===== config.mk =====
export PLATFORM = sky130hd
export DESIGN_NAME = rvv_elem_unit
export DESIGN_NICKNAME = d
export VERILOG_FILES = /design/src/logic/rvv_pkg.sv /design/src/logic/rvv_elem_unit.sv
export SDC_FILE = /design/constraint.sdc
export NUM_CORES = 1
export LEC_CHECK = 0
export BUFFER_PORTS_ARGS = -buffer_cell sky130_fd_sc_hd__buf_2
export CORE_AREA = 8 8 298 300
export CTS_CLUSTER_SIZE = 25
export DETAILED_ROUTE_END_ITERATION = 8
export DIE_AREA = 0 0 306 308
export PLACE_DENSITY_LB_ADDON = 0.1
export SYNTH_ARGS = -nofsm -noshare
export SYNTH_HDL_FRONTEND = slang
export SYNTH_SLANG_ARGS = --single-unit

===== constraint.sdc =====
create_clock -name clk -period 13.9 [get_ports clk]
set_input_delay 2.78 -clock clk [delete_from_list [all_inputs] [get_ports clk]]
set_output_delay 2.78 -clock clk [all_outputs]
set_load 0.1 [all_outputs]

===== src/logic/rvv_pkg.sv =====
package rvv_pkg;

	localparam int VLEN      = 128;
	localparam int VLENB     = VLEN / 8; // bytes per vector register
	localparam int NUM_VREGS = 32;
	localparam int MAX_LMUL  = 8;
	localparam int GRP_IDX_W = $clog2(MAX_LMUL) + 1; // one spare bit to catch overrun

	localparam logic [6:0] OPC_OP_V = 7'b1010111;

	// funct3 of the OP-V major opcode
	localparam logic [2:0] F3_OPIVV = 3'b000;
	localparam logic [2:0] F3_OPMVV = 3'b010;
	localparam logic [2:0] F3_OPIVI = 3'b011;
	localparam logic [2:0] F3_OPIVX = 3'b100;
	localparam logic [2:0] F3_CFG   = 3'b111;

	localparam logic [5:0] F6_MERGE   = 6'b010111; // vmerge, vmv.v.*
	localparam logic [5:0] F6_WXUNARY = 6'b010000; // vmv.x.s, vcpop.m

	typedef struct packed {
		logic       vill;
		logic       vma;
		logic       vta;
		logic [2:0] vsew;
		logic [2:0] vlmul;
	} vtype_t;

	localparam vtype_t VTYPE_ILL = '{vill: 1'b1, default: '0};

	typedef struct packed {
		vtype_t     vtype;
		logic [7:0] vl; // up to 128 elements at e8, m8
	} vcfg_t;

	// arithmetic format
	typedef struct packed {
		logic [5:0] funct6;
		logic       vm;
		logic [4:0] vs2;
		logic [4:0] vs1;
		logic [2:0] funct3;
		logic [4:0] vd;
		logic [6:0] opcode;
	} rvv_op_fmt_t;

	// vsetvli / vsetivli / vsetvl format
	typedef struct packed {
		logic [1:0] kind;   // insn[31:30]
		logic [9:0] zimm;   // vtype immediate, rs2 in zimm[4:0] for vsetvl
		logic [4:0] rs1;    // uimm for vsetivli
		logic [2:0] funct3;
		logic [4:0] rd;
		logic [6:0] opcode;
	} rvv_cfg_fmt_t;

	typedef union packed {
		rvv_op_fmt_t  op;
		rvv_cfg_fmt_t cfg;
	} rvv_insn_u;

	typedef struct packed {
		logic is_rvv;
		logic vsetvli;
		logic vsetivli;
		logic vsetvl;
		logic move;
		logic merge;
		logic vmv_x_s;
		logic cpop;
		logic src_vv;
		logic src_vx;
		logic src_vi;
	} rvv_dec_t;

	typedef struct packed {
		logic        done;
		logic        wr;
		logic [31:0] rd;
	} unit_res_t;

endpackage


===== src/logic/rvv_elem_unit.sv =====
`timescale 1ns/100ps

module rvv_elem_unit import rvv_pkg::*; (
	input  logic             clk,
	input  logic             resetn,
	input  logic             start_i,
	input  rvv_dec_t         dec_i,
	input  rvv_insn_u        insn_i,
	input  logic [31:0]      rs1_i,
	input  vcfg_t            cfg_i,
	input  logic [VLEN-1:0]  rd1_data_i,
	input  logic [VLEN-1:0]  rd2_data_i,
	input  logic [VLEN-1:0]  rd3_data_i,
	input  logic [VLEN-1:0]  v0_i,
	output logic [4:0]       rd1_addr_o,
	output logic [4:0]       rd2_addr_o,
	output logic [4:0]       rd3_addr_o,
	output logic             we_o,
	output logic [4:0]       waddr_o,
	output logic [VLEN-1:0]  wdata_o,
	output unit_res_t        res_o
);

	logic                 active;
	logic [GRP_IDX_W-1:0] idx;      // register within the group
	logic [GRP_IDX_W-1:0] last_idx;
	logic [7:0]           remain;   // elements left from this register on
	logic [1:0]           sew_l;
	logic [7:0]           epr;      // elements per register
	logic [6:0]           v0_base;
	logic [63:0]          scal;     // scalar operand at e64, narrowed per byte

	assign sew_l    = cfg_i.vtype.vsew[1:0];
	assign epr      = 8'(VLENB) >> sew_l;
	assign last_idx = cfg_i.vtype.vlmul[2] ? '0
		: (GRP_IDX_W'(1) << cfg_i.vtype.vlmul[1:0]) - 1'b1;
	assign v0_base  = 7'(8'(idx) * epr);

	assign rd1_addr_o = insn_i.op.vs1 + 5'(idx);
	assign rd2_addr_o = insn_i.op.vs2 + 5'(idx);
	assign rd3_addr_o = insn_i.op.vd + 5'(idx); // old vd for the tail
	assign waddr_o    = insn_i.op.vd + 5'(idx);
	assign we_o       = active;

	always_comb begin
		scal = '0;
		if (dec_i.src_vi)
			scal = {{59{insn_i.op.vs1[4]}}, insn_i.op.vs1};
		else if (dec_i.src_vx)
			scal = {{32{rs1_i[31]}}, rs1_i};
	end

	// byte-wise so every SEW shares one datapath
	always_comb begin
		logic [3:0] elem;
		logic [7:0] src_b;
		logic [7:0] new_b;
		for (int b = 0; b < VLENB; b++) begin
			elem  = 4'(b >> sew_l);
			src_b = dec_i.src_vv ? rd1_data_i[b*8 +: 8]
				: scal[8*(b & ((1 << sew_l) - 1)) +: 8];
			// v0 bit picks vs1/scalar, else vs2
			new_b = (dec_i.merge && !v0_i[v0_base + 7'(elem)]) ? rd2_data_i[b*8 +: 8] : src_b;
			wdata_o[b*8 +: 8] = (8'(elem) < remain) ? new_b : rd3_data_i[b*8 +: 8];
		end
	end

	always_ff @(posedge clk) begin
		if (!resetn) begin
			active <= 1'b0;
			idx    <= '0;
			remain <= '0;
			res_o  <= '0;
		end else begin
			res_o <= '0;
			if (start_i && (dec_i.move || dec_i.merge)) begin
				if (cfg_i.vl == '0 || cfg_i.vtype.vill) begin
					res_o.done <= 1'b1; // nothing to write
				end else begin
					active <= 1'b1;
					idx    <= '0;
					remain <= cfg_i.vl;
				end
			end else if (active) begin
				if (idx == last_idx) begin
					active     <= 1'b0;
					idx        <= '0;
					res_o.done <= 1'b1;
				end else begin
					idx    <= idx + 1'b1;
					remain <= (remain > epr) ? remain - epr : 8'd0;
				end
			end
		end
	end

	a_idx_in_group: assert property (@(posedge clk) disable iff (!resetn)
		active |-> (idx < GRP_IDX_W'(MAX_LMUL)) && (idx <= last_idx));

endmodule


# Word-level counts from Yosys, hierarchy flattened
# Cells that the tools add are included.
totals:
  out_inout_bits: 183
  word_cells: 237
  inputBits: 607
  ff_bits: 14
op_classes:
  n_shift: 34
  n_eq_ne: 3
  n_reduce_logical: 39
  muxes: 100
  n_lt_le_gt_ge: 33
  n_mul: 1
  add_sub_neg: 23
op_table:
  columns: ["cell", "n"]
  rows:
  - ["$shiftx 64x8->8", 8]
  - ["$mux 8", 53]
  - ["$shiftx 64x7->8", 4]
  - ["$lt 4x8->1", 16]
  - ["$lt 7x8->1 const B", 16]
  - ["$mux 64", 2]
  - ["$shiftx 64x6->8", 2]
  - ["$add 7x4->7", 16]
  - ["$bmux 1 s7", 16]
  - ["$shiftx 64x5->8", 1]
  - ["$shr 4x2->4 const A", 8]
  - ["$mux 1", 24]
  - ["$mux 4", 5]
  - ["$logic_and 1x1->1", 17]
  - ["$logic_not 1->1", 16]
  - ["$shr 3x2->4 const A", 4]
  - ["$add 5x4->5", 3]
  - ["$gt 8x8->1", 1]
  - ["$logic_not 8->1", 1]
  - ["$mul 4x8->7", 1]
  - ["$shl 1x2->4 const A", 2]
  - ["$shr 1x2->4 const A", 2]
  - ["$shr 2x2->4 const A", 2]
  - ["$shr 5x2->8 const A", 1]
  - ["other kinds (10)", 12]

# Longest topological paths before layout
# Gate-level depths: netlist of run 1.
logic_depth:
  depth_word: 9
  mapped_depth: 25
  ltp_nobuf: 18

# Worst setup path after synthesis of run 1
# OpenSTA, ideal clock, no wires.
synth_path:
  path_kind: "input-to-output"
  from: "in cfg_i[12] (netlist bit)"
  to: "out wdata_o[88]"
  cell_stages: 21
  arrival_ps: 10961
  path_buffers: 6
  setup_slack_ps: 159
  required_time_ps: 11120
  path_cell_list: "buf_2 -> clkinv_1 -> clkbuf_1 -> ha_1 -> buf_2 -> buf_1 -> clkbuf_1 -> nand2_1 -> fa_1 -> fa_1 -> inv_1 -> fa_1 -> buf_2 -> nand2_1 -> xnor2_4 -> mux4_2 -> and2_1 -> o32ai_1 -> a32oi_4 -> mux2i_1 -> o21ai_0"
synth_between:
  elab_chain_cells: 9
  elab_cells_between_ends: 15
  classes_between: "add/sub (2); mul (1); order compare (1); shift (4); mux (5); reduce/logical (2)"
synth_lines:
  columns: ["element", "line", "rtl"]
  rows:
  - ["start, declared", "rvv_elem_unit.sv:10", "input vcfg_t cfg_i,"]
  - ["$shr 5x2->8", "rvv_elem_unit.sv:34", "assign epr = 8'(VLENB) >> sew_l;"]
  - ["$mul 4x8->7", "rvv_elem_unit.sv:37", "assign v0_base = 7'(8'(idx) * epr);"]
  - ["$add 7x4->7", "rvv_elem_unit.sv:63", "new_b = (dec_i.merge && !v0_i[v0_base + 7'(elem)]) ? rd2_data_i[b*8 +: 8] : src_b;"]
  - ["$bmux 1 s7", "rvv_elem_unit.sv:63", null]
  - ["$mux 1 (implied by the code)", "rvv_elem_unit.sv:63", null]
  - ["$logic_not 1->1", "rvv_elem_unit.sv:63", null]
  - ["$logic_and 1x1->1", "rvv_elem_unit.sv:63", null]
  - ["$mux 8", "rvv_elem_unit.sv:63", null]
  - ["$mux 8 (*)", "rvv_elem_unit.sv:64", "wdata_o[b*8 +: 8] = (8'(elem) < remain) ? new_b : rd3_data_i[b*8 +: 8];"]
  - ["end, declared", "rvv_elem_unit.sv:20", "output logic [VLEN-1:0] wdata_o,"]
# Every way passes the cells marked *; elsewhere a longest branch is shown, timed or not. The select of a mux whose other input is x is not followed.

# Worst setup path in the final report of run 1
layout_path:
  from: "in cfg_i[12] (netlist bit)"
  to: "out wdata_o[44]"
# The elaborated chain is that of the path after synthesis.

==> results of run 1 <==
==> report_power, final <==
group	internal, W	switching, W
Combinational	0.000868	0.00181
Sequential	0.0000425	0.00000388
Clock	0.0000437	0.0000183
Total	0.000954	0.00183
==> registers in the layout, summed over array words and instances, names as in the netlist <==
| register | flops |
|---|---|
| remain | 8 |
| idx | 4 |
| we_o | 1 |
| res_o | 1 |
==> cells in the final DEF, fill, tap and decap left out, types with 13 or more instances in the layout <==
| cell type | Yosys | final |
|---|---|---|
| sky130_fd_sc_hd__a211oi_1 | 53 | 53 |
| sky130_fd_sc_hd__a21boi_0 | 13 | 13 |
| sky130_fd_sc_hd__a21o_1 | 20 | 20 |
| sky130_fd_sc_hd__a21oi_1 | 101 | 101 |
| sky130_fd_sc_hd__a221o_1 | 22 | 22 |
| sky130_fd_sc_hd__a221oi_1 | 20 | 20 |
| sky130_fd_sc_hd__a31oi_1 | 15 | 15 |
| sky130_fd_sc_hd__and2_1 | 20 | 20 |
| sky130_fd_sc_hd__and3_1 | 25 | 25 |
| sky130_fd_sc_hd__buf_12 | 0 | 104 |
| sky130_fd_sc_hd__buf_2 | 57 | 624 |
| sky130_fd_sc_hd__buf_4 | 64 | 167 |
| sky130_fd_sc_hd__conb_1 | 1 | 33 |
| sky130_fd_sc_hd__dfxtp_1 | 14 | 14 |
| sky130_fd_sc_hd__fa_1 | 13 | 13 |
| sky130_fd_sc_hd__ha_1 | 54 | 44 |
| sky130_fd_sc_hd__inv_1 | 50 | 50 |
| sky130_fd_sc_hd__mux2_2 | 56 | 56 |
| sky130_fd_sc_hd__mux2i_1 | 252 | 252 |
| sky130_fd_sc_hd__mux4_2 | 353 | 353 |
| sky130_fd_sc_hd__nand2_1 | 305 | 305 |
| sky130_fd_sc_hd__nand2b_1 | 31 | 31 |
| sky130_fd_sc_hd__nand3_1 | 31 | 31 |
| sky130_fd_sc_hd__nand4_1 | 18 | 18 |
| sky130_fd_sc_hd__nor2_1 | 158 | 158 |
| sky130_fd_sc_hd__nor2b_1 | 26 | 25 |
| sky130_fd_sc_hd__nor3_1 | 43 | 40 |
| sky130_fd_sc_hd__o21a_1 | 20 | 20 |
| sky130_fd_sc_hd__o21ai_0 | 115 | 113 |
| sky130_fd_sc_hd__o21ai_1 | 17 | 19 |
| sky130_fd_sc_hd__o22ai_1 | 20 | 18 |
| sky130_fd_sc_hd__o31ai_1 | 14 | 14 |
| sky130_fd_sc_hd__xnor2_1 | 31 | 29 |
==> layout make-up <==
type / count / share of cell area
multi-input combinational: 2067 / 0.703
sequential: 14 / 0.00988
clock buffer: 4 / 0.00313
inverter: 57 / 0.00754
antenna: 9 / 0.000794
timing repair buffer: 895 / 0.228
tap: 1090 / 0.0481
==> cells by family after synthesis <==
kind of cell    after synthesis
compound gates              557
other cells                   1
flops                        14
simple gates                691
xor+xnor                     58
mux                         661
fa+ha+maj                    67
buf+inv                     383
==> per-layer routing <==
layer	track usage	vias to the layer above	wire [um]
met2	0.519	1793	73700
li1	-	10700	-
met3	0.0574	254	14300
met1	0.398	13200	60800
met5	0	-	38
met4	0.108	6	6800
==> through the flow <==
step                      utilization  cell area, um2  hold slack [ns]
after global placement          0.336           28300            0.528
after detailed placement        0.336           28300            0.529
after floorplan                     -           21900            0.493
after CTS                       0.337           28400            0.538
final                           0.337           28400            0.543
after global routing            0.337           28400            0.561
==> path summary, 6_finish.rpt <==
check	endpoint	slack, ns	cells past startpoint
min	remain[5]$_SDFFE_PN0P_	0.54	2
min reg2reg	remain[5]$_SDFFE_PN0P_	0.54	2
max	wdata_o[44]	1.55	21
max reg2reg	remain[6]$_SDFFE_PN0P_	10.65	10
==> worst max-delay path: cells and delay by family <==
kind,cells,cell delay [ns]
xor+xnor,1,0.90
fa+ha+maj,4,1.30
simple gates,3,0.32
buf+inv,8,2.32
compound gates,3,1.22
mux,2,0.64
==> results_dict.tcl, run 1 <==
set metrics [dict create \
    placement_rows 107 \
    async_sr_flop_fraction 0 \
    largest_family_of_logic_cells_by_synthesized_area "multiplexers" \
    placedCellCount 4123 \
    die_y_um 308 \
    detail_route.first_pass.iterations 5 \
    core_region_um2 84200 \
    timing.final.setup_violations 0 \
    tritoncts "built" \
    multi_input_area_um2 19900 \
    total_leakage_power_nw 11.9 \
    design.die.area_um2 94200 \
    maximum_operating_frequency_mhz 81.0 \
    rr_startpoint "remain[2]$_SDFFE_PN0P_" \
    post_synth_instance_area_um2 21800 \
    min-delay-path-class "reg -> reg" \
    floorplan.initialDensity 0.259 \
    dpl.hpwl_um 126000 \
    route.detailed.drc 0 \
    cts_buffers 3 \
    synth_adder_area_share 0.0430 \
    tightestPinTransition_ns 1.56 \
    clock_sinks 14 \
    final.setup.tns_ns 0 \
    die-width_um 306 \
    edff_count_synth 0 \
    grt_max_degree 77 \
    critical-path-max-stage-delay_ns 0.90 \
    synth-xor-area-share 0.0305 \
    fin_nets 3712 \
    gr-usage-all-layers 0.310 \
    fin_skew_ns 0.00227 \
    status "complete, but fails checks" \
    yosys.area_share.simple 0.142 \
    grt_setup_unrepaired "no" \
    clk_path_buf_depth 2 \
    yosys.area.top_type "sky130_fd_sc_hd__mux4_2" \
    layout-drive-gt1-share 0.452 \
    crit_path_start "cfg_i[12]" \
    synthesis.yosys.warnings 0 \
    cts_hold_repair.buffers 0 \
    finalWeightedCongestion 0.961 \
    fin_total_pwr_w 0.00279 \
    worst_ep_required_time_ns 11.12 \
    p_per_area_nw_per_um2 98.2 \
    final_hold_viol_count 0 \
    timing.setup.critical_path_class "in -> out" \
    cpMostUsedCell "sky130_fd_sc_hd__buf_4" \
    hp-start "remain[5]$_SDFFE_PN0P_" \
    synth_compound_gate_area_share 0.179 \
    syn_avg_cell_area_um2 8.95 \
    grt_pass1_wl_um 211000 \
    cp_cell_sequence "buf_2 -> ha_2 -> clkinv_1 -> buf_4 -> nor2_1 -> ha_1 -> ha_1 -> ha_1 -> buf_4 -> xor2_2 -> buf_4 -> mux4_2 -> nand2_1 -> nand3_1 -> o311ai_1 -> o311ai_2 -> buf_4 -> mux2i_1 -> o21ai_0 -> buf_4 -> buf_12" \
    clkLatencyLatePin_ns 0.25 \
    grt-ovfl-total 0 \
    synth.top_cells.by_count "sky130_fd_sc_hd__mux4_2 (353), sky130_fd_sc_hd__nand2_1 (305), sky130_fd_sc_hd__mux2i_1 (252)" \
    worst_slew_margin_rel -0.0490 \
    cts.reportedPaths.clkPinSlew_ns 0.05 \
    synth-seq-cells 14 \
    ioPinCount 790 \
    layout-area-overhead-vs-synth_pct 30.3 \
    post_drt_wl_per_cell_um 37.6 \
    count_of_instances_resized_after_the_clock_tree_is_built 0 \
    sort_of_element_at_the_end_of_the_critical_path "primary output" \
    post_cts.repair.setup_buffers 0 \
    tcrit_tclk_final 0.888 \
    vias 26000 \
    placement.io_buffers 730 \
    cts.htree.levels 1 \
    post_synth_main_area_contributors "sky130_fd_sc_hd__mux4_2 (37%), sky130_fd_sc_hd__mux2i_1 (12%), sky130_fd_sc_hd__nand2_1 (5.3%)" \
    synth_ff_type "sky130_fd_sc_hd__dfxtp_1" \
    ctsRootBufferMaster "sky130_fd_sc_hd__clkbuf_16" \
    sequential_cell_area_um2 280 \
    ys_seq_area_frac 0.0129 \
    drt_iter0_markers 3152 \
    grt_pass1_vias 25300 \
    post-synth-top-count-cell "sky130_fd_sc_hd__mux4_2" \
    finalWorstPathRequiredPeriod_ns 12.35 \
    synthDistinctLibCells 86 \
    critical_path_peak_fanout 28 \
    worst_ep_arrival_time_ns 9.57 \
    via_density_per_instance 6.28 \
    synth.area.mux_share 0.510 \
    startpoint_kind_of_the_worst_setup_timing_path "input port" \
    crit_path_top_delay_cell "sky130_fd_sc_hd__xor2_2" \
    max_rail_drop_vdd_uv 123 \
    drv.max_cap_violation_count 1 \
    postRouteWirelength_um 156000 \
    synthCells 2432 \
    final_max_slew_viol_count 1 \
    synth.top_cell.area_share 0.365 \
    placement.setup.worst_slack_ns 1.81 \
    violations_in_the_final_reports "capacitance limit, slew limit" \
    grt_antenna_before_repair 27 \
    layoutNonFillerInstCount 4136 \
    antenna_left 0 \
    final.setup.worst_slack_ns 1.55 \
    fill_cells 8772 \
]
(Power assumes the default switching activity.)
==> inputs of run 2 (changes only) <==
--- a/config.mk
+++ b/config.mk
@@ -6,10 +6,10 @@
 export NUM_CORES = 1
 export LEC_CHECK = 0
 export BUFFER_PORTS_ARGS = -buffer_cell sky130_fd_sc_hd__buf_2
-export CORE_AREA = 8 8 298 300
+export CORE_AREA = 4 4 309 311
 export CTS_CLUSTER_SIZE = 25
 export DETAILED_ROUTE_END_ITERATION = 8
-export DIE_AREA = 0 0 306 308
+export DIE_AREA = 0 0 313 315
 export PLACE_DENSITY_LB_ADDON = 0.1
 export SYNTH_ARGS = -nofsm -noshare
 export SYNTH_HDL_FRONTEND = slang
==> constraint.sdc (replaced) <==
create_clock -name clk -period 10.7 [get_ports clk]
set_input_delay 2.14 -clock clk [delete_from_list [all_inputs] [get_ports clk]]
set_output_delay 2.14 -clock clk [all_outputs]
set_load 0.1 [all_outputs]
==> run 2 against run 1 <==
Compared with the run above:
- the flow now finishes without violations
- sequential power is 29% higher
- global-route usage is 0.47 points lower
- flip-flop and latch count stayed put
- cell count is 3.1% higher
- clock skew is 0.00060 ns higher
- wire length is 1.9% higher
- critical path type unchanged
- critical endpoint is now wdata_o[70]
- largest cell class unchanged
==> results_dict.tcl, run 2 (synthesized netlist as in run 1, its figures left out) <==
set metrics [dict create \
    status "finished, final reports clean" \
    worst_ep_arrival_time_ns 8.28 \
    fin_skew_ns 0.00288 \
    pwr-share-clk 0.021 \
    cpMostUsedCell "sky130_fd_sc_hd__fa_1" \
    layout-drive-gt1-share 0.481 \
    maximum_operating_frequency_mhz 96.0 \
    detail_route.first_pass.iterations 5 \
    placement.io_buffers 730 \
    p_per_area_nw_per_um2 129 \
    cts.htree.levels 1 \
    top_regs "remain x8, idx x4" \
    regMostFlops "remain" \
    switchingPower_w 0.00245 \
    timing.setup.critical_path_class "in -> out" \
    hold_depth 2 \
    clkLatencyLatePin_ns 0.25 \
    startpoint_kind_of_the_worst_setup_timing_path "input port" \
    cts_buffers 3 \
    floorplan.initialDensity 0.235 \
    rr_startpoint "remain[2]$_SDFFE_PN0P_" \
    tightestPinTransition_ns 1.36 \
    sort_of_element_at_the_end_of_the_critical_path "primary output" \
    post-route-util 0.318 \
    cp_cell_sequence "buf_2 -> ha_2 -> nand2_1 -> fa_1 -> fa_1 -> inv_1 -> fa_1 -> buf_4 -> and3_1 -> or2_1 -> mux4_2 -> a211oi_1 -> o221ai_1 -> a21oi_2 -> buf_4 -> a2111oi_0 -> a211oi_4 -> buf_2" \
    fin_nets 3678 \
    die_y_um 315 \
    comb_power_share 0.963 \
    core_region_um2 92800 \
    final.setup.tns_ns 0 \
    drt_iter0_markers 2673 \
    worst_ep_required_time_ns 8.56 \
    grt-ovfl-total 0 \
    design.die.area_um2 98600 \
    final_hold_viol_count 0 \
    multi_input_area_um2 20700 \
    gr-usage-all-layers 0.305 \
    tritoncts "built" \
    commonest_cells_after_routing_fill_and_taps_aside "sky130_fd_sc_hd__buf_2 (607), sky130_fd_sc_hd__mux4_2 (353), sky130_fd_sc_hd__nand2_1 (305), sky130_fd_sc_hd__mux2i_1 (252), sky130_fd_sc_hd__nor2_1 (144)" \
    worst_slew_margin_rel 0.0847 \
    min-delay-path-class "reg -> reg" \
    timing.hold.ws_ns 0.547 \
    die-width_um 313 \
    total_leakage_power_nw 12.0 \
    largest_register_ffs 8 \
    worstHoldEndpoint "we_o$_SDFFE_PN0N_" \
    crit_reg_reg_endpoint "remain[6]$_SDFFE_PN0P_" \
    r2r.worst_path.cells 10 \
    cts.reportedPaths.clkPinSlew_ns 0.05 \
    dpl.hpwl_um 124000 \
    critical-path-max-stage-delay_ns 0.81 \
    crit_path_start "cfg_i[12]" \
    pwr-share-seq 0.016 \
    grt_antenna_before_repair 18 \
    ctsRootBufferMaster "sky130_fd_sc_hd__clkbuf_16" \
    mostFrequentLayoutCell "sky130_fd_sc_hd__buf_2" \
    r2r_setup_slack_ns 7.50 \
    clk_path_buf_depth 2 \
    switching_share 0.646 \
    grt_setup_unrepaired "no" \
    layout-area-overhead-vs-synth_pct 35.3 \
    hp-start "we_o$_SDFFE_PN0N_" \
    count_of_instances_resized_after_the_clock_tree_is_built 0 \
    critical_path_peak_fanout 21 \
    post_cts.repair.setup_buffers 0 \
    finalWorstPathRequiredPeriod_ns 10.42 \
    ioPinCount 790 \
    post_drt_wl_per_cell_um 37.2 \
    postRouteWirelength_um 159000 \
    internal_power_summed_over_all_cells_w 0.00134 \
    finalWeightedCongestion 1.04 \
    drv.max_cap_violation_count 0 \
    placement_rows 112 \
    cts_hold_repair.buffers 0 \
    tcrit_tclk_final 0.974 \
    grt_pass1_wl_um 214000 \
    fill_cells 9804 \
    grt_pass1_vias 25600 \
    final_max_slew_viol_count 0 \
    crit_path_top_delay_cell "sky130_fd_sc_hd__fa_1" \
    timing.final.setup_violations 0 \
    max_rail_drop_vdd_uv 97.0 \
    clock_sinks 14 \
    route.detailed.drc 0 \
    via_density_per_instance 6.06 \
    antenna_left 0 \
    vias 25900 \
    sequential_cell_area_um2 280 \
    grt_max_degree 96 \
]
run 2: changes by cell type in the layout (fill, tap and decap cells not counted), sizes merged:
cell	previous run	this run
buf	895	861
diode	9	8
run 2: worst max path at each step:
stage	cells past startpoint	to
floorplan	22	wdata_o[0]
global placement	18	wdata_o[70]
detailed placement	18	wdata_o[70]
CTS	18	wdata_o[70]
global route	18	wdata_o[70]
finish	18	wdata_o[70]
run 2: power by group through the flow:
stage / logic, W / clock network (W) / registers, W
floorplan: 0.00221 / 0 / 0.0000621
global placement: 0.00363 / 0 / 0.0000609
detailed placement: 0.00363 / 0 / 0.0000610
CTS: 0.00365 / 0.0000814 / 0.0000600
global route: 0.00375 / 0.0000834 / 0.0000606
finish: 0.00365 / 0.0000805 / 0.0000600
run 2: final cells by class:
type                       count  share of cell area
antenna                        8            0.000680
sequential                    14             0.00951
clock buffer                   4             0.00302
multi-input combinational   2067               0.703
inverter                      57             0.00726
timing repair buffer         861               0.224
tap                         1254              0.0533
run 2: routing by layer:
layer | up-vias | global-route usage | part of all wire
met4 | 2 | 0.102 | 0.040
met5 | - | 0 | 0.000057
met3 | 281 | 0.0592 | 0.089
met2 | 1745 | 0.527 | 0.49
li1 | 10600 | - | -
met1 | 13200 | 0.382 | 0.38
run 2: metrics by stage:
stage	setup WS, ns	instances	total power (W)	instance area [um2]
final	0.283	4265	0.00379	29500
after global routing	0.0651	4263	0.00390	29500
after CTS	0.330	4257	0.00379	29400
after detailed placement	0.357	4253	0.00369	29300
after global placement	0.383	4253	0.00369	29300
after floorplan	0.0494	2464	0.00227	22600
run 2: worst max-delay path, delay by kind of cell:
kind | cells | cell delay, ns
compound gates | 5 | 1.35
fa+ha+maj | 4 | 2.27
buf+inv | 5 | 1.40
mux | 1 | 0.50
simple gates | 3 | 0.57
